### config.mk
export PLATFORM = sky130hd
export DESIGN_NAME = lgn_classifier_top
export DESIGN_NICKNAME = d
export VERILOG_FILES = /design/src/lgn_net_pkg.sv /design/src/lgn_result_pkg.sv /design/src/pixel_loader.sv /design/src/logic_gate_layer.sv /design/src/gate_network.sv /design/src/class_scorer.sv /design/src/lgn_classifier_top.sv
export VERILOG_INCLUDE_DIRS = /design/src /design/src/include
export SDC_FILE = /design/constraint.sdc
export NUM_CORES = 1
export LEC_CHECK = 0
export ABC_CLOCK_PERIOD_IN_PS = 9880
export BUFFER_PORTS_ARGS = -buffer_cell sky130_fd_sc_hd__clkbuf_2
export CAP_MARGIN = 20
export CORE_AREA = 5 5 145 147
export CTS_CLUSTER_SIZE = 28
export DETAILED_ROUTE_END_ITERATION = 7
export DIE_AREA = 0 0 150 152
export PLACE_DENSITY = 0.65
export SKIP_CTS_REPAIR_TIMING = 1
export SYNTH_ARGS = -nofsm -noshare
export SYNTH_HDL_FRONTEND = slang
export SYNTH_SLANG_ARGS = --single-unit
### constraint.sdc
create_clock -name clk -period 9.88 [get_ports clk]
set_input_delay 1.976 -clock clk [delete_from_list [all_inputs] [get_ports clk]]
set_output_delay 1.976 -clock clk [all_outputs]
set_load 0.005 [all_outputs]
### src/include/lgn_consts.svh
`ifndef LGN_CONSTS_SVH
`define LGN_CONSTS_SVH

// image as loaded by the host
`define LGN_INPUTS            64
`define LGN_BYTES_PER_IMAGE   8

// gate network sizes
`define LGN_LAYER1_GATES      160
`define LGN_LAYER2_GATES      150

// classification
`define LGN_CATEGORIES        10
`define LGN_BITS_PER_CATEGORY 15  // categories * bits = layer two size
`define LGN_SCORE_WIDTH       4   // holds a count up to 15

// gate j, input a: (MUL_A * j + ADD_A) mod n_in
`define LGN_WIRE_MUL_A        7
`define LGN_WIRE_ADD_A        1

// gate j, input b: (MUL_B * j + ADD_B) mod n_in
`define LGN_WIRE_MUL_B        13
`define LGN_WIRE_ADD_B        5

// gate j, function: (OP_MUL * j + layer) mod 16
`define LGN_OP_MUL            5

`endif

### src/lgn_net_pkg.sv
`include "lgn_consts.svh"

package lgn_net_pkg;

  // pixel data
  typedef logic [`LGN_INPUTS-1:0] image_t;
  typedef logic [`LGN_INPUTS/`LGN_BYTES_PER_IMAGE-1:0] pixel_byte_t;

  // layer outputs
  typedef logic [`LGN_LAYER1_GATES-1:0] layer1_t;
  typedef logic [`LGN_LAYER2_GATES-1:0] features_t;  // layer two, split into categories

  // two-input gate functions, value is the truth table
  // bit (2*a + b) holds the output for inputs a, b
  typedef enum logic [3:0] {
    gate_false        = 4'd0,
    gate_nor          = 4'd1,
    gate_not_a_and_b  = 4'd2,
    gate_not_a        = 4'd3,
    gate_a_and_not_b  = 4'd4,
    gate_not_b        = 4'd5,
    gate_xor          = 4'd6,
    gate_nand         = 4'd7,
    gate_and          = 4'd8,
    gate_xnor         = 4'd9,
    gate_b            = 4'd10,
    gate_not_a_or_b   = 4'd11,
    gate_a            = 4'd12,
    gate_a_or_not_b   = 4'd13,
    gate_or           = 4'd14,
    gate_true         = 4'd15
  } gate_op_t;

endpackage

### src/lgn_result_pkg.sv
`include "lgn_consts.svh"

package lgn_result_pkg;

  // set-bit count of one category
  typedef logic [`LGN_SCORE_WIDTH-1:0] score_t;

  // winning category, 0 to 9
  typedef logic [$clog2(`LGN_CATEGORIES)-1:0] class_idx_t;

  // bit 0 is segment a, bit 6 is segment g, 1 = lit
  //
  //      a
  //     ---
  //  f |   | b
  //     -g-
  //  e |   | c
  //     ---
  //      d
  typedef logic [6:0] segments_t;

endpackage

### src/pixel_loader.sv
`timescale 1ns/1ps
`include "lgn_consts.svh"

module pixel_loader import lgn_net_pkg::*; (
  input  logic        clk,
  input  logic        reset,
  input  logic        write_enable,
  input  pixel_byte_t pixel_in,
  output image_t      image
);

  localparam int BYTE_W = $bits(pixel_byte_t);

  // shift register, oldest byte ends up at the top
  image_t image_q;

  always_ff @(posedge clk) begin
    if (reset) begin
      image_q <= '0;
    end else if (write_enable) begin
      image_q <= {image_q[`LGN_INPUTS-BYTE_W-1:0], pixel_in};  // new byte at the bottom
    end
  end

  assign image = image_q;

endmodule

### src/logic_gate_layer.sv
`timescale 1ns/1ps
`include "lgn_consts.svh"

module logic_gate_layer import lgn_net_pkg::*; #(
  parameter int N_IN     = `LGN_INPUTS,
  parameter int N_OUT    = `LGN_LAYER1_GATES,
  parameter int LAYER_ID = 1
) (
  input  logic [N_IN-1:0]  in_bits,
  output logic [N_OUT-1:0] out_bits
);

  localparam int N_FUNCS = 1 << $bits(gate_op_t);  // 16 two-input functions

  // source of input a for gate j
  function automatic int wire_a(int j);
    int idx;
    idx = (`LGN_WIRE_MUL_A * j + `LGN_WIRE_ADD_A) % N_IN;
    return idx;
  endfunction

  // source of input b for gate j
  function automatic int wire_b(int j);
    int idx;
    idx = (`LGN_WIRE_MUL_B * j + `LGN_WIRE_ADD_B) % N_IN;
    return idx;
  endfunction

  // function of gate j, differs per layer through LAYER_ID
  function automatic gate_op_t gate_fn(int j);
    int code;
    code = (`LGN_OP_MUL * j + LAYER_ID) % N_FUNCS;
    return gate_op_t'(code[3:0]);
  endfunction

  for (genvar j = 0; j < N_OUT; j++) begin : g_gate
    localparam int          IDX_A = wire_a(j);
    localparam int          IDX_B = wire_b(j);
    localparam gate_op_t    OP    = gate_fn(j);
    localparam logic [3:0]  TRUTH = OP;  // table lookup below

    logic a;
    logic b;

    assign a = in_bits[IDX_A];
    assign b = in_bits[IDX_B];

    // pick the truth table bit at 2*a + b
    assign out_bits[j] = TRUTH[{a, b}];
  end

endmodule

### src/gate_network.sv
`timescale 1ns/1ps
`include "lgn_consts.svh"

module gate_network import lgn_net_pkg::*; (
  input  logic      clk,
  input  logic      reset,
  input  image_t    image,
  output features_t features
);

  layer1_t   layer1;
  features_t layer2;
  features_t features_q;

  // image to first layer
  logic_gate_layer #(
    .N_IN     (`LGN_INPUTS),
    .N_OUT    (`LGN_LAYER1_GATES),
    .LAYER_ID (1)
  ) u_layer1 (
    .in_bits  (image),
    .out_bits (layer1)
  );

  // second layer, feeds the categories
  logic_gate_layer #(
    .N_IN     (`LGN_LAYER1_GATES),
    .N_OUT    (`LGN_LAYER2_GATES),
    .LAYER_ID (2)
  ) u_layer2 (
    .in_bits  (layer1),
    .out_bits (layer2)
  );

  // one cycle after the image register
  always_ff @(posedge clk) begin
    if (reset) begin
      features_q <= '0;
    end else begin
      features_q <= layer2;
    end
  end

  assign features = features_q;

endmodule

### src/class_scorer.sv
`timescale 1ns/1ps
`include "lgn_consts.svh"

module class_scorer import lgn_net_pkg::*, lgn_result_pkg::*; (
  input  logic       clk,
  input  logic       reset,
  input  features_t  features,
  output class_idx_t best_class,
  output score_t     best_score,
  output segments_t  segments
);

  score_t     scores [`LGN_CATEGORIES];

  score_t     val_s1 [5];  // pairs 0/1 .. 8/9
  class_idx_t idx_s1 [5];
  score_t     val_s2 [3];
  class_idx_t idx_s2 [3];

  score_t     win_score;
  class_idx_t win_class;
  segments_t  win_segments;

  class_idx_t best_class_q;
  score_t     best_score_q;
  segments_t  segments_q;

  // popcount per category
  always_comb begin
    for (int c = 0; c < `LGN_CATEGORIES; c++) begin
      scores[c] = '0;
      for (int k = 0; k < `LGN_BITS_PER_CATEGORY; k++) begin
        scores[c] = scores[c] + score_t'(features[c*`LGN_BITS_PER_CATEGORY + k]);
      end
    end
  end

  // arg-max tree, strict > so a tie goes to the higher index
  always_comb begin
    for (int i = 0; i < 5; i++) begin
      if (scores[2*i] > scores[2*i+1]) begin
        val_s1[i] = scores[2*i];
        idx_s1[i] = class_idx_t'(2*i);
      end else begin
        val_s1[i] = scores[2*i+1];
        idx_s1[i] = class_idx_t'(2*i+1);
      end
    end

    for (int i = 0; i < 2; i++) begin
      if (val_s1[2*i] > val_s1[2*i+1]) begin
        val_s2[i] = val_s1[2*i];
        idx_s2[i] = idx_s1[2*i];
      end else begin
        val_s2[i] = val_s1[2*i+1];
        idx_s2[i] = idx_s1[2*i+1];
      end
    end
    val_s2[2] = val_s1[4];  // odd one out, passes straight through
    idx_s2[2] = idx_s1[4];

    // final three-way pick
    if (val_s2[0] > val_s2[1]) begin
      if (val_s2[0] > val_s2[2]) begin
        win_score = val_s2[0];
        win_class = idx_s2[0];
      end else begin
        win_score = val_s2[2];
        win_class = idx_s2[2];
      end
    end else if (val_s2[1] > val_s2[2]) begin
      win_score = val_s2[1];
      win_class = idx_s2[1];
    end else begin
      win_score = val_s2[2];
      win_class = idx_s2[2];
    end
  end

  // digit pattern, gfedcba
  always_comb begin
    case (win_class)
      4'd0:    win_segments = 7'h3f;
      4'd1:    win_segments = 7'h06;
      4'd2:    win_segments = 7'h5b;
      4'd3:    win_segments = 7'h4f;
      4'd4:    win_segments = 7'h66;
      4'd5:    win_segments = 7'h6d;
      4'd6:    win_segments = 7'h7c;
      4'd7:    win_segments = 7'h07;
      4'd8:    win_segments = 7'h7f;
      4'd9:    win_segments = 7'h67;
      default: win_segments = 7'h00;  // blank
    endcase
  end

  always_ff @(posedge clk) begin
    if (reset) begin
      best_class_q <= '0;
      best_score_q <= '0;
      segments_q   <= '0;  // display off
    end else begin
      best_class_q <= win_class;
      best_score_q <= win_score;
      segments_q   <= win_segments;
    end
  end

  assign best_class = best_class_q;
  assign best_score = best_score_q;
  assign segments   = segments_q;

endmodule

### src/lgn_classifier_top.sv
`timescale 1ns/1ps

module lgn_classifier_top import lgn_net_pkg::*, lgn_result_pkg::*; (
  input  logic        clk,
  input  logic        reset,
  input  pixel_byte_t pixel_in,
  input  logic        write_enable,
  output class_idx_t  best_class,
  output score_t      best_score,
  output segments_t   segments
);

  image_t    image;     // loader to network
  features_t features;  // network to scorer

  // decode
  pixel_loader u_pixel_loader (
    .clk          (clk),
    .reset        (reset),
    .write_enable (write_enable),
    .pixel_in     (pixel_in),
    .image        (image)
  );

  // execute
  gate_network u_gate_network (
    .clk      (clk),
    .reset    (reset),
    .image    (image),
    .features (features)
  );

  // result
  class_scorer u_class_scorer (
    .clk        (clk),
    .reset      (reset),
    .features   (features),
    .best_class (best_class),
    .best_score (best_score),
    .segments   (segments)
  );

endmodule

Word-level counts from Yosys, hierarchy flattened
Memories as Yosys holds them, arrays and structs flattened. A register that Yosys moved wholly into a read port is not among the register bits.
Cells that the tools add are included.
{ "op_classes": {"addsub": 138, "n_mux": 337, "magnitude_cmp": 169} }
{ "ops": {"columns": ["operator", "n"], "rows": [
  ["4-bit by 1-bit adder with 4-bit output", 128],
  ["2-bit by 3-bit < comparator with 1-bit output (second input constant)", 159],
  ["1-bit binary-select mux with 2-bit select", 156],
  ["1-bit 2-to-1 mux", 166],
  ["4-bit 2-to-1 mux", 13],
  ["4-bit greater-than comparator", 10],
  ["1-bit by 1-bit adder with 2-bit output", 10],
  ["2-bit 2-to-1 mux", 2]
]} }
{ "word_totals": {"reg_bits": 220, "word_cells": 649, "rom_bits": 112, "input_bits": 11, "mem_count": 1, "out_inout_bits": 15} }
{ "memory_table": {"columns": ["memory", "words", "width", "rd", "rd_ports_with_merged_regs", "wr", "line", "rtl"], "rows": [
  ["(name not given)", 16, 7, 1, 1, 0, "class_scorer.sv:82", "case (win_class)"]
]} }

Depth between registers and ports, before layout
Gate-level depths: netlist of run 1.
{ "logic_depth": {"ltp_word": 21, "ltp_mapped": 40, "depth_no_buf": 38} }

By module
A second synthesis of run 1 with hierarchy kept.
{ "unflattened": {"cells_unflattened": 1421, "hier_area_um2": 13599.3} }
{ "modules_own_cells": {"columns": ["mod", "instances", "cells_each", "seq_area_each_um2", "area_each_um2"], "rows": [
  ["class_scorer", 1, 585, 300.3, 5191.2],
  ["gate_network", 1, 316, 3002.9, 4023.9],
  ["pixel_loader", 1, 206, 1281.2, 2290.9],
  ["logic_gate_layer at u_gate_network.u_layer1", 1, 162, 0.0, 1133.6],
  ["logic_gate_layer at u_gate_network.u_layer2", 1, 152, 0.0, 959.7]
]} }

Least setup slack after synthesis of run 1
OpenSTA, ideal clock, no wires.
{ "synth_timing": {"kind": "reg-to-reg", "from": "register u_gate_network.features_q[137], in the netlist u_gate_network.features[137]", "to": "register u_class_scorer.segments_q[1], in the netlist u_class_scorer.segments[1]", "path_stages_with_launch": 32, "period_less_slack_ns": 8.279, "required_time_ns": 9.752, "slack_ns": 1.601, "path_buffers": 1, "setup_time_ns": 0.128, "t_arrival_ns": 8.151, "path_cell_list": "dfxtp_1 > inv_1 > fa_1 > fa_1 > fa_1 > fa_1 > fa_1 > inv_1 > ha_1 > nor2b_1 > o31ai_1 > a21oi_1 > o21ai_1 > mux2i_1 > inv_1 > ha_1 > and2_1 > o21ai_0 > a32oi_1 > inv_1 > mux2_2 > ha_1 > and3_1 > o31a_1 > a21oi_1 > mux2i_4 > buf_4 > or3_1 > and2_1 > ha_1 > nor3_1 > nor2_1"} }
{ "synth_via": {"elab_chain_len": 18, "elab_cells_between_ends": 21, "classes_between": "add/sub (13); order compare (3); mux (5)"} }
{ "synth_lines": {"columns": ["item", "line", "rtl"], "rows": [
  ["start: declaration", "gate_network.sv:13", "features_t features_q;"],
  ["start signal: assignment", "gate_network.sv:40", "features_q <= layer2;"],
  ["4-bit by 1-bit adder with 4-bit output (*) (13 in series)", "class_scorer.sv:33", "scores[c] = scores[c] + score_t'(features[c*`LGN_BITS_PER_CATEGORY + k]);"],
  ["4-bit greater-than comparator", "class_scorer.sv:41", "if (scores[2*i] > scores[2*i+1]) begin"],
  ["4-bit 2-to-1 mux", "class_scorer.sv:41", null],
  ["4-bit greater-than comparator, on equally long branches", "class_scorer.sv:71, class_scorer.sv:64", null],
  ["4-bit 2-to-1 mux, on equally long branches", "class_scorer.sv:71, class_scorer.sv:64", null],
  ["4-bit 2-to-1 mux (*)", "class_scorer.sv:63", "if (val_s2[0] > val_s2[1]) begin"],
  ["end: declaration", "class_scorer.sv:26", "segments_t segments_q;"]
]} }
Every way passes the cells marked *; elsewhere a longest branch is shown, timed or not.
A chain may end at the register's enable or synchronous reset.

Worst setup path after layout of run 1
{ "layout_timing": {"from": "register u_gate_network.features_q[61], in the netlist u_gate_network.features[61]", "to": "register u_class_scorer.segments_q[3], in the netlist u_class_scorer.segments[3]"} }
{ "layout_via": {"elab_chain_len": 21, "elab_cells_between_ends": 24, "classes_between": "add/sub (14); order compare (4); mux (6)"} }
{ "layout_lines": {"columns": ["item", "line", "rtl"], "rows": [
  ["1-bit by 1-bit adder with 2-bit output (*)", "class_scorer.sv:33", null],
  ["4-bit by 1-bit adder with 4-bit output (*) (13 in series)", "class_scorer.sv:33", null],
  ["4-bit greater-than comparator", "class_scorer.sv:41", null],
  ["4-bit 2-to-1 mux", "class_scorer.sv:41", null],
  ["4-bit greater-than comparator", "class_scorer.sv:51", "if (val_s1[2*i] > val_s1[2*i+1]) begin"],
  ["4-bit 2-to-1 mux", "class_scorer.sv:51", null],
  ["4-bit greater-than comparator", "class_scorer.sv:71", "end else if (val_s2[1] > val_s2[2]) begin"],
  ["4-bit 2-to-1 mux", "class_scorer.sv:71", null],
  ["4-bit 2-to-1 mux (*)", "class_scorer.sv:63", null]
]} }
Marks and branches as above.

==> results_dict.tcl, run 1 <==
set metrics [dict create \
    dp.final_hpwl_um 14360 \
    worstSkewPairLatency_ns 0.43 \
    gp_congestion 0.8994 \
    grt_pass1_vias 5979 \
    final_common_cell "inv_1" \
    seqCellArea_mm2 0.002743 \
    finalSetupViolCount 0 \
    cap_violations 0 \
    vias_per_cell 4.858 \
    hold_class "flop to flop" \
    drc_errors 0 \
    tightest_slew_ns 1.035 \
    peakVddDrop_v 0.0003231 \
    multi_input_area_mm2 0.005248 \
    slew_violations 0 \
    synth_cell_type_count 52 \
    synth-adder-area-share 0.2751 \
    synth_xor_area_frac 0.03720 \
    ios 26 \
    p_leak_uw 0.004625 \
    layout.nets 1091 \
    cts_root_buf "clkbuf_16" \
    cts_tree "done" \
    skew_ns 0.02306 \
    ys_ff_latch 137 \
    fill_cells 1871 \
    dieArea_mm2 0.02280 \
    gr-usage-all-layers 0.1652 \
    ys_seq_area_frac 0.3161 \
    numCtsBuffers 17 \
    clock-sinks 137 \
    synth_area_per_cell_um2 9.546 \
    syn_to_final_growth_pct 11.28 \
    clkSlewWorstSetupHoldPaths_ns 0.06 \
    die_h_um 152 \
    grt_use_met1 0.2114 \
    slew_headroom 0.3097 \
    required_ns 10.21 \
    rows 52 \
    core_mm2 0.01978 \
    routed_wl_um 17980 \
    finish.utilization 0.4882 \
    rsz0062_at_grt "no" \
    crit_path_max_incr_delay_ns 0.55 \
    final_cell_mix "155 x inv_1, 137 x dfxtp_1, 130 x nor2_1" \
    synth_simple_gate_area_share 0.1213 \
    design_area_mm2 0.009656 \
    period_share 0.8892 \
    die_x_um 150 \
    cp_data_arrival_time_ns 9.12 \
    fmaxAchievable_mhz 113.8 \
    initial_core_util 0.4387 \
    finalPower_uw 3358 \
    place_area_mm2 0.009055 \
    grt_max_degree 100 \
    period_needed_ns 8.785 \
    grt_busiest_layer "met2" \
    synth_cells 909 \
    synth_edf_count 0 \
    ys_async_sr_fraction 0 \
    synth_flop_cell "dfxtp_1" \
    port_buffers 25 \
    critPathLaunch "u_gate_network.features[61]$_SDFF_PP0_" \
    h-tree-depth 4 \
    status "finished, final reports clean" \
    dr.pass1.iters 4 \
    cts_buffer_depth 2 \
    n_antenna_cell 0 \
    hold_violations 0 \
    post_route_cells_drive_above_1_share 0.07439 \
    vias 5883 \
    cp_slowest_cell "or3_1" \
    path_class "flop to flop" \
    gr-total-overflow 0 \
    drt_iter0_drc 248 \
    r2r-start "u_gate_network.features[61]$_SDFF_PP0_" \
    antenna_found_initial 0 \
    worst-path-max-fanout 11 \
    powerDensity_mw_per_mm2 347.7 \
    synth_top_family_by_area "adder cells" \
    worstHoldStart "u_pixel_loader.image[23]$_SDFFE_PP0P_" \
    yosysWarnings 0 \
    use_met3 0.04111 \
    syn-num-nets 1070 \
    end_kind "flop" \
    synth-compound-area-share 0.07181 \
    synth_area_mm2 0.008677 \
    start_kind "flop" \
    postRouteAntennaNets 0 \
    wl_per_cell_um 14.84 \
    grt_pass1_wl_um 29780 \
    use_met2 0.2766 \
    tns_ns 0 \
    synth_mux_area_frac 0.09935 \
]
## flip-flops by register name (all words and copies together) (netlist names)
register and flops:
u_class_scorer.best_class 4, u_class_scorer.best_score 4, u_class_scorer.segments 7, u_gate_network.features 58, u_pixel_loader.image 64
## metrics by stage
step	setup WS, ns	hold slack [ns]	instances
6_report	1.095	0.4878	1211
5_1_grt	0.4534	0.5185	1211
4_1_cts	1.108	0.4952	1211
3_5_place_dp	1.107	0.4705	1181
3_3_place_gp	1.261	0.4670	1181
2_1_floorplan	1.601	0.4294	909
## final cells by class
type	count	share of cell area
clock buffers	20	0.04730
clock inverters	10	0.01490
inverters	155	0.06026
multi-input cells	592	0.5435
flip-flops and latches	137	0.2840
well taps	270	0.03499
repair buffers	27	0.01503
## critical path: cells and delay by family, from the launching register on
family | cells | cell delay, ns
buffers and inverters | 3 | 0.25
flip-flops | 1 | 0.42
adder cells (fa/ha/maj) | 10 | 3.70
AO/OA/AOI/OAI | 10 | 2.27
multiplexers | 2 | 0.54
AND/OR/NAND/NOR | 7 | 1.54
## final timing paths
path | endpoint | slack (ns) | cells after the start
worst max-delay path | u_class_scorer.segments[3]$_SDFF_PP0_ | 1.09 | 32
worst min-delay path | u_gate_network.features[63]$_SDFF_PP0_ | 0.49 | 1
worst max register to register | u_class_scorer.segments[3]$_SDFF_PP0_ | 1.09 | 32
worst min register to register | u_gate_network.features[63]$_SDFF_PP0_ | 0.49 | 1
## per-layer routing
layer	vias up	wire length (µm)	share of wire
li1	2968	-	-
met1	2806	8204	0.46
met2	82	8831	0.49
met3	27	603	0.034
met4	0	337	0.019
met5	-	0	0
## Yosys cell counts (2+ instances only)
cell type / number / share of area
fa_1: 68 / 0.16
dfxtp_1: 137 / 0.32
a21oi_1: 32 / 0.018
or3_1: 3 / 0.0022
ha_1: 82 / 0.12
o21ai_1: 2 / 0.0012
nor2_1: 130 / 0.056
nand2_1: 21 / 0.0091
o31ai_1: 6 / 0.0052
xnor2_1: 26 / 0.026
nand3_1: 4 / 0.0023
o21ai_0: 18 / 0.010
and4_4: 2 / 0.0026
inv_1: 155 / 0.067
and2_1: 3 / 0.0022
a31oi_1: 4 / 0.0029
nor3b_1: 8 / 0.0069
clkbuf_1: 21 / 0.0091
mux2i_1: 79 / 0.091
nor3_1: 8 / 0.0046
a221oi_1: 5 / 0.0050
mux2_2: 3 / 0.0039
and3_1: 4 / 0.0029
nor2b_1: 21 / 0.015
xor2_1: 9 / 0.0091
nand4_1: 3 / 0.0022
nand2b_1: 15 / 0.011
buf_1: 2 / 0.00087
o211ai_1: 6 / 0.0052
a21o_1: 10 / 0.0087
## power by group
part | internal [µW] | leakage, µW | switching [µW]
combinational | 837 | 0.00322 | 1250
clock | 408 | 0.000285 | 240
sequential | 604 | 0.00112 | 14.4
total | 1850 | 0.00463 | 1510
## cells by family (layout without fill, tap and decap cells)
group | after synthesis | after routing
compound gates | 96 | 96
xor+xnor | 36 | 36
fa+ha+maj | 150 | 150
buf+inv | 180 | 212
flops | 137 | 137
mux | 84 | 84
simple gates | 226 | 226
No activity file was read; power rests on OpenSTA's default activity.
==> run 2, diff against run 1 <==
--- a/config.mk
+++ b/config.mk
@@ -9,12 +9,13 @@
 export ABC_CLOCK_PERIOD_IN_PS = 9880
 export BUFFER_PORTS_ARGS = -buffer_cell sky130_fd_sc_hd__clkbuf_2
 export CAP_MARGIN = 20
-export CORE_AREA = 5 5 145 147
+export CORE_AREA = 5 5 180 182
 export CTS_CLUSTER_SIZE = 28
 export DETAILED_ROUTE_END_ITERATION = 7
-export DIE_AREA = 0 0 150 152
+export DIE_AREA = 0 0 185 187
 export PLACE_DENSITY = 0.65
 export SKIP_CTS_REPAIR_TIMING = 1
 export SYNTH_ARGS = -nofsm -noshare
 export SYNTH_HDL_FRONTEND = slang
+export SYNTH_HIERARCHICAL = 1
 export SYNTH_SLANG_ARGS = --single-unit
==> run 2 against run 1 <==
  * Non-clock buffer count increased by 1
  * Total power rose by 12%
  * Via count grew 34%
  * Global-route usage shrank 0.95 points
  * Count of clock-buffer cells in the layout rose by 12
  * Clock skew down 0.0078 ns
  * Die area increased by 52%
  * Sequential power rose by 61%
  * Fmax fell by 1.7%
  * Clock power rose by 62%
  * First-iteration DRC count rose by 60%
  * Sequential share of layout area increased by 4.4 points
  * Largest cell class unchanged
  * Largest power group unchanged
==> results_dict.tcl, run 2 <==
set metrics [dict create \
    syn_to_final_growth_pct 3.007 \
    die_h_um 187 \
    tightest_slew_ns 1.058 \
    reg2reg_slack_ns 0.94 \
    vias 7859 \
    cts_root_buf "clkbuf_16" \
    initial_core_util 0.4457 \
    p_leak_uw 0.006458 \
    synth_area_mm2 0.01356 \
    postRouteAntennaNets 0 \
    end_kind "flop" \
    worstSkewPairLatency_ns 0.54 \
    port_buffers 25 \
    cp_data_arrival_time_ns 9.33 \
    cp_slowest_cell "fa_1" \
    yosysWarnings 6 \
    h-tree-depth 1 \
    gr-usage-all-layers 0.1557 \
    period_share 0.9045 \
    grt_max_degree 91 \
    hold_path_end "u_pixel_loader/image[60]$_SDFFE_PP0P_" \
    cts_buffer_depth 3 \
    r2r-start "u_gate_network/features[60]$_SDFF_PP0_" \
    drc_errors 0 \
    gp_congestion 0.8182 \
    reg2regPathDepth 28 \
    clkSlewWorstSetupHoldPaths_ns 0.06 \
    worstHoldPathCells 2 \
    synth_area_per_cell_um2 9.578 \
    finish.utilization 0.4591 \
    final_cell_mix "246 x inv_1, 229 x dfxtp_1, 178 x nor2b_1" \
    vias_per_cell 4.517 \
    antenna_found_initial 0 \
    dr.pass1.iters 4 \
    crit_path_max_incr_delay_ns 0.57 \
    powerDensity_mw_per_mm2 268.6 \
    path_common_cell "fa_1" \
    die_x_um 185 \
    synth_cells 1416 \
    rows 64 \
    hold_class "flop to flop" \
    grt_pass1_wl_um 42960 \
    fmaxAchievable_mhz 111.9 \
    path_class "flop to flop" \
    reg2reg_to "u_class_scorer/segments[3]$_SDFF_PP0_" \
    status "finished, final reports clean" \
    dp_slack_ns 0.9892 \
    ios 26 \
    post_route_cells_drive_above_1_share 0.07217 \
    final_common_cell "inv_1" \
    largest_register_ff_count 150 \
    fill_cells 2901 \
    start_kind "flop" \
    clock-sinks 229 \
    slew_headroom 0.2946 \
    finalWorstSetupSlack_ns 0.9431 \
    tns_ns 0 \
    core_mm2 0.03043 \
    layout.nets 1500 \
    rsz0062_at_grt "no" \
    gr-total-overflow 0 \
    required_ns 10.27 \
    wl_per_cell_um 15.06 \
    hold_violations 0 \
    worst-path-max-fanout 10 \
    peakVddDrop_v 0.0003134 \
    skew_ns 0.01527 \
    dp.final_hpwl_um 19880 \
    cap_violations 0 \
    period_needed_ns 8.937 \
    grt_pass1_vias 8240 \
    cts_tree "done" \
    routed_wl_um 26200 \
    drt_iter0_drc 396 \
    n_antenna_cell 0 \
    dieArea_mm2 0.03460 \
    finalSetupViolCount 0 \
    numCtsBuffers 25 \
    worstHoldStart "u_pixel_loader/image[60]$_SDFFE_PP0P_" \
    slew_violations 0 \
]
-- run 2: cell count changes in the layout (fill, tap and decap cells not counted), sizes merged, moves of 21 or more --
| cell | change |
|---|---|
| fa | +32 |
| dfxtp | +92 |
| nor2b | +158 |
| conb | +39 |
| inv | +91 |
| nor2 | -39 |
| nand2b | +21 |
-- run 2: layout make-up --
type                            count  area [µm²]  share of cell area
Clock buffer                       32       711.9             0.05096
Clock inverter                     12       231.5             0.01657
Inverter                          246       923.4             0.06610
Multi-Input combinational cell    797        6867              0.4915
Sequential cell                   229        4584              0.3282
Tap cell                          396       495.5             0.03547
Timing Repair Buffer               28       156.4             0.01120
-- run 2: worst max-delay path, delay by kind of cell (launching register included) --
family	cells	cell delay (ns)
buf+inv	3	0.30
compound gates	7	1.92
xor+xnor	1	0.34
fa+ha+maj	10	4.11
mux	2	0.71
flops	1	0.31
simple gates	5	1.09
-- run 2: per-layer routing --
| layer | GRT usage | vias to the layer above | wire (µm) |
|---|---|---|---|
| met2 | 0.2557 | 110 | 12270 |
| met4 | 0.04433 | 0 | 714 |
| met3 | 0.01984 | 43 | 1083 |
| met5 | 0 | - | 0 |
| met1 | 0.2161 | 3769 | 12130 |
| li1 | - | 3937 | - |
-- run 2: how the worst max path moves through the flow --
stage / start / end / slack, ns / cells after the start
after floorplan: u_gate_network/features[30]$_SDFF_PP0_ / u_class_scorer/segments[3]$_SDFF_PP0_ / 1.79 / 35
after global routing: u_gate_network/features[30]$_SDFF_PP0_ / u_class_scorer/segments[3]$_SDFF_PP0_ / 0.30 / 34
after global placement: u_gate_network/features[30]$_SDFF_PP0_ / u_class_scorer/segments[3]$_SDFF_PP0_ / 1.35 / 34
after detailed placement: u_gate_network/features[60]$_SDFF_PP0_ / u_class_scorer/segments[3]$_SDFF_PP0_ / 0.99 / 28
final: u_gate_network/features[60]$_SDFF_PP0_ / u_class_scorer/segments[3]$_SDFF_PP0_ / 0.94 / 28
after CTS: u_gate_network/features[60]$_SDFF_PP0_ / u_class_scorer/segments[3]$_SDFF_PP0_ / 0.98 / 28
-- run 2: through the flow --
stage	area [µm²]	std cells	hold WS [ns]	power, µW
6_report	13970	1740	0.5022	3752
3_5_place_dp	13030	1696	0.4955	2699
3_3_place_gp	13030	1696	0.4754	2633
4_1_cts	13970	1740	0.5096	3767
5_1_grt	13970	1740	0.5512	4045
2_1_floorplan	13690	1451	0.4607	2361
-- run 2: report_power, final --
group / internal, µW / switching (µW) / leakage, µW / total, µW
registers: 980 / 15.6 / 0.00187 / 996
logic: 706 / 996 / 0.00413 / 1700
clock network: 666 / 388 / 0.000463 / 1050
total: 2350 / 1400 / 0.00646 / 3750
==> run 3, diff against run 2 <==
--- a/config.mk
+++ b/config.mk
@@ -9,11 +9,11 @@
 export ABC_CLOCK_PERIOD_IN_PS = 9880
 export BUFFER_PORTS_ARGS = -buffer_cell sky130_fd_sc_hd__clkbuf_2
 export CAP_MARGIN = 20
-export CORE_AREA = 5 5 180 182
+export CORE_AREA = 2 2 198 200
 export CTS_CLUSTER_SIZE = 28
 export DETAILED_ROUTE_END_ITERATION = 7
-export DIE_AREA = 0 0 185 187
-export PLACE_DENSITY = 0.65
+export DIE_AREA = 0 0 200 202
+export PLACE_DENSITY = 0.55
 export SKIP_CTS_REPAIR_TIMING = 1
 export SYNTH_ARGS = -nofsm -noshare
 export SYNTH_HDL_FRONTEND = slang
==> run 3 against run 2 <==
  * Non-clock buffer count stayed put
  * Total power is 0.27% lower
  * Sequential power hardly changed
  * Count of clock-buffer cells in the layout is 2 higher
  * Clock power hardly changed
  * Register-to-register slack better by 0.10 ns
  * Fmax is 1.2% higher
  * Die area is 17% higher
  * Worst hold slack worse by 0.0033 ns
  * Wire length is 4.9% higher
  * Final area is 1.1% higher
==> results_dict.tcl, run 3 (synthesis gave the netlist of run 2 again) <==
set metrics [dict create \
    status "finished, final reports clean" \
    design_area_mm2 0.01413 \
    post_route_cells_drive_above_1_share 0.07481 \
    path_common_cell "fa_1" \
    reg2regPathDepth 28 \
    powerDensity_mw_per_mm2 264.9 \
    hold_violations 0 \
    worstSkewPairLatency_ns 0.55 \
    postRouteAntennaNets 0 \
    gp_congestion 0.8131 \
    ios 26 \
    clkSlewWorstSetupHoldPaths_ns 0.06 \
    peakVddDrop_v 0.0002414 \
    slew_violations 0 \
    initial_core_util 0.3542 \
    dr.pass1.iters 5 \
    vias 7835 \
    h-tree-depth 1 \
    final_cell_mix "246 x inv_1, 229 x dfxtp_1, 178 x nor2b_1" \
    clock-sinks 229 \
    gr-total-overflow 0 \
    die_h_um 202 \
    worstHoldStart "u_pixel_loader/image[59]$_SDFFE_PP0P_" \
    crit_path_max_incr_delay_ns 0.57 \
    largest_register_ff_count 150 \
    routed_wl_um 27470 \
    worstHoldPathCells 2 \
    n_antenna_cell 0 \
    grt_pass1_vias 8187 \
    p_leak_uw 0.006466 \
    port_buffers 25 \
    worst-path-max-fanout 10 \
    required_ns 10.29 \
    numCtsBuffers 27 \
    grt_max_degree 85 \
    hold_class "flop to flop" \
    drc_errors 0 \
    skew_ns 0.01070 \
    cp_slowest_cell "fa_1" \
    tightest_slew_ns 1.076 \
    cts_tree "done" \
    die_x_um 200 \
    r2r-start "u_gate_network/features[60]$_SDFF_PP0_" \
    period_share 0.8943 \
    cts_buffer_depth 3 \
    critPathLaunch "u_gate_network/features[60]$_SDFF_PP0_" \
    final_common_cell "inv_1" \
    finalSetupViolCount 0 \
    start_kind "flop" \
    grt_pass1_wl_um 44600 \
    end_kind "flop" \
    syn_to_final_growth_pct 4.161 \
    dp.final_hpwl_um 21010 \
    cp_data_arrival_time_ns 9.24 \
    slew_headroom 0.2826 \
    place_area_mm2 0.01318 \
    tns_ns 0 \
    path_class "flop to flop" \
    cap_violations 0 \
    layout.nets 1502 \
    rows 72 \
    core_mm2 0.03829 \
    fmaxAchievable_mhz 113.2 \
    vias_per_cell 4.194 \
    rsz0062_at_grt "no" \
    gr-usage-all-layers 0.1431 \
    period_needed_ns 8.835 \
    antenna_found_initial 0 \
    drt_iter0_drc 322 \
    cts_root_buf "clkbuf_16" \
    dieArea_mm2 0.04040 \
    wl_per_cell_um 14.71 \
    finalPower_uw 3742 \
]
[run 3: metrics by stage]
| step | hold WS (ns) | worst slack (ns) | util | std cells |
|---|---|---|---|---|
| floorplan | 0.4607 | 1.791 | - | 1451 |
| finish | 0.4988 | 1.045 | 0.3690 | 1868 |
| detailed placement | 0.4840 | 1.016 | 0.3442 | 1818 |
| global placement | 0.4794 | 1.307 | 0.3442 | 1818 |
| global route | 0.5129 | 0.4088 | 0.3690 | 1868 |
| CTS | 0.4995 | 1.015 | 0.3690 | 1868 |
[run 3: final cells by class]
cell class / count / area, µm²
Clock inverter: 16 / 205.2
Tap cell: 518 / 648.1
Multi-Input combinational cell: 797 / 6867
Clock buffer: 34 / 742.0
Sequential cell: 229 / 4584
Inverter: 246 / 923.4
Fill cell: 3820 / 24160
Timing Repair Buffer: 28 / 156.4
[run 3: power breakdown]
group	total (µW)	internal, µW	switching, µW
clock network	1050	640	409
registers	996	980	15.5
logic	1700	708	990
[run 3: critical path: cells and delay by family, from the launching register on]
kind / cells / cell delay (ns)
mux: 2 / 0.75
xor+xnor: 1 / 0.28
fa+ha+maj: 10 / 4.10
buf+inv: 3 / 0.29
compound gates: 7 / 1.88
simple gates: 5 / 1.09
flops: 1 / 0.31
[run 3: worst paths after layout]
kind	endpoint	slack, ns
min reg2reg	u_pixel_loader/image[59]$_SDFFE_PP0P_	0.50
min	u_pixel_loader/image[59]$_SDFFE_PP0P_	0.50
max	u_class_scorer/segments[3]$_SDFF_PP0_	1.04
max reg2reg	u_class_scorer/segments[3]$_SDFF_PP0_	1.04
[run 3: metal layers]
metal | part of all wire | track usage | vias to the layer above
met3 | 0.031 | 0.01936 | 42
met1 | 0.48 | 0.1962 | 3745
li1 | - | - | 3934
met4 | 0.025 | 0.03439 | 0
met2 | 0.46 | 0.2380 | 114
met5 | 0 | 0 | -
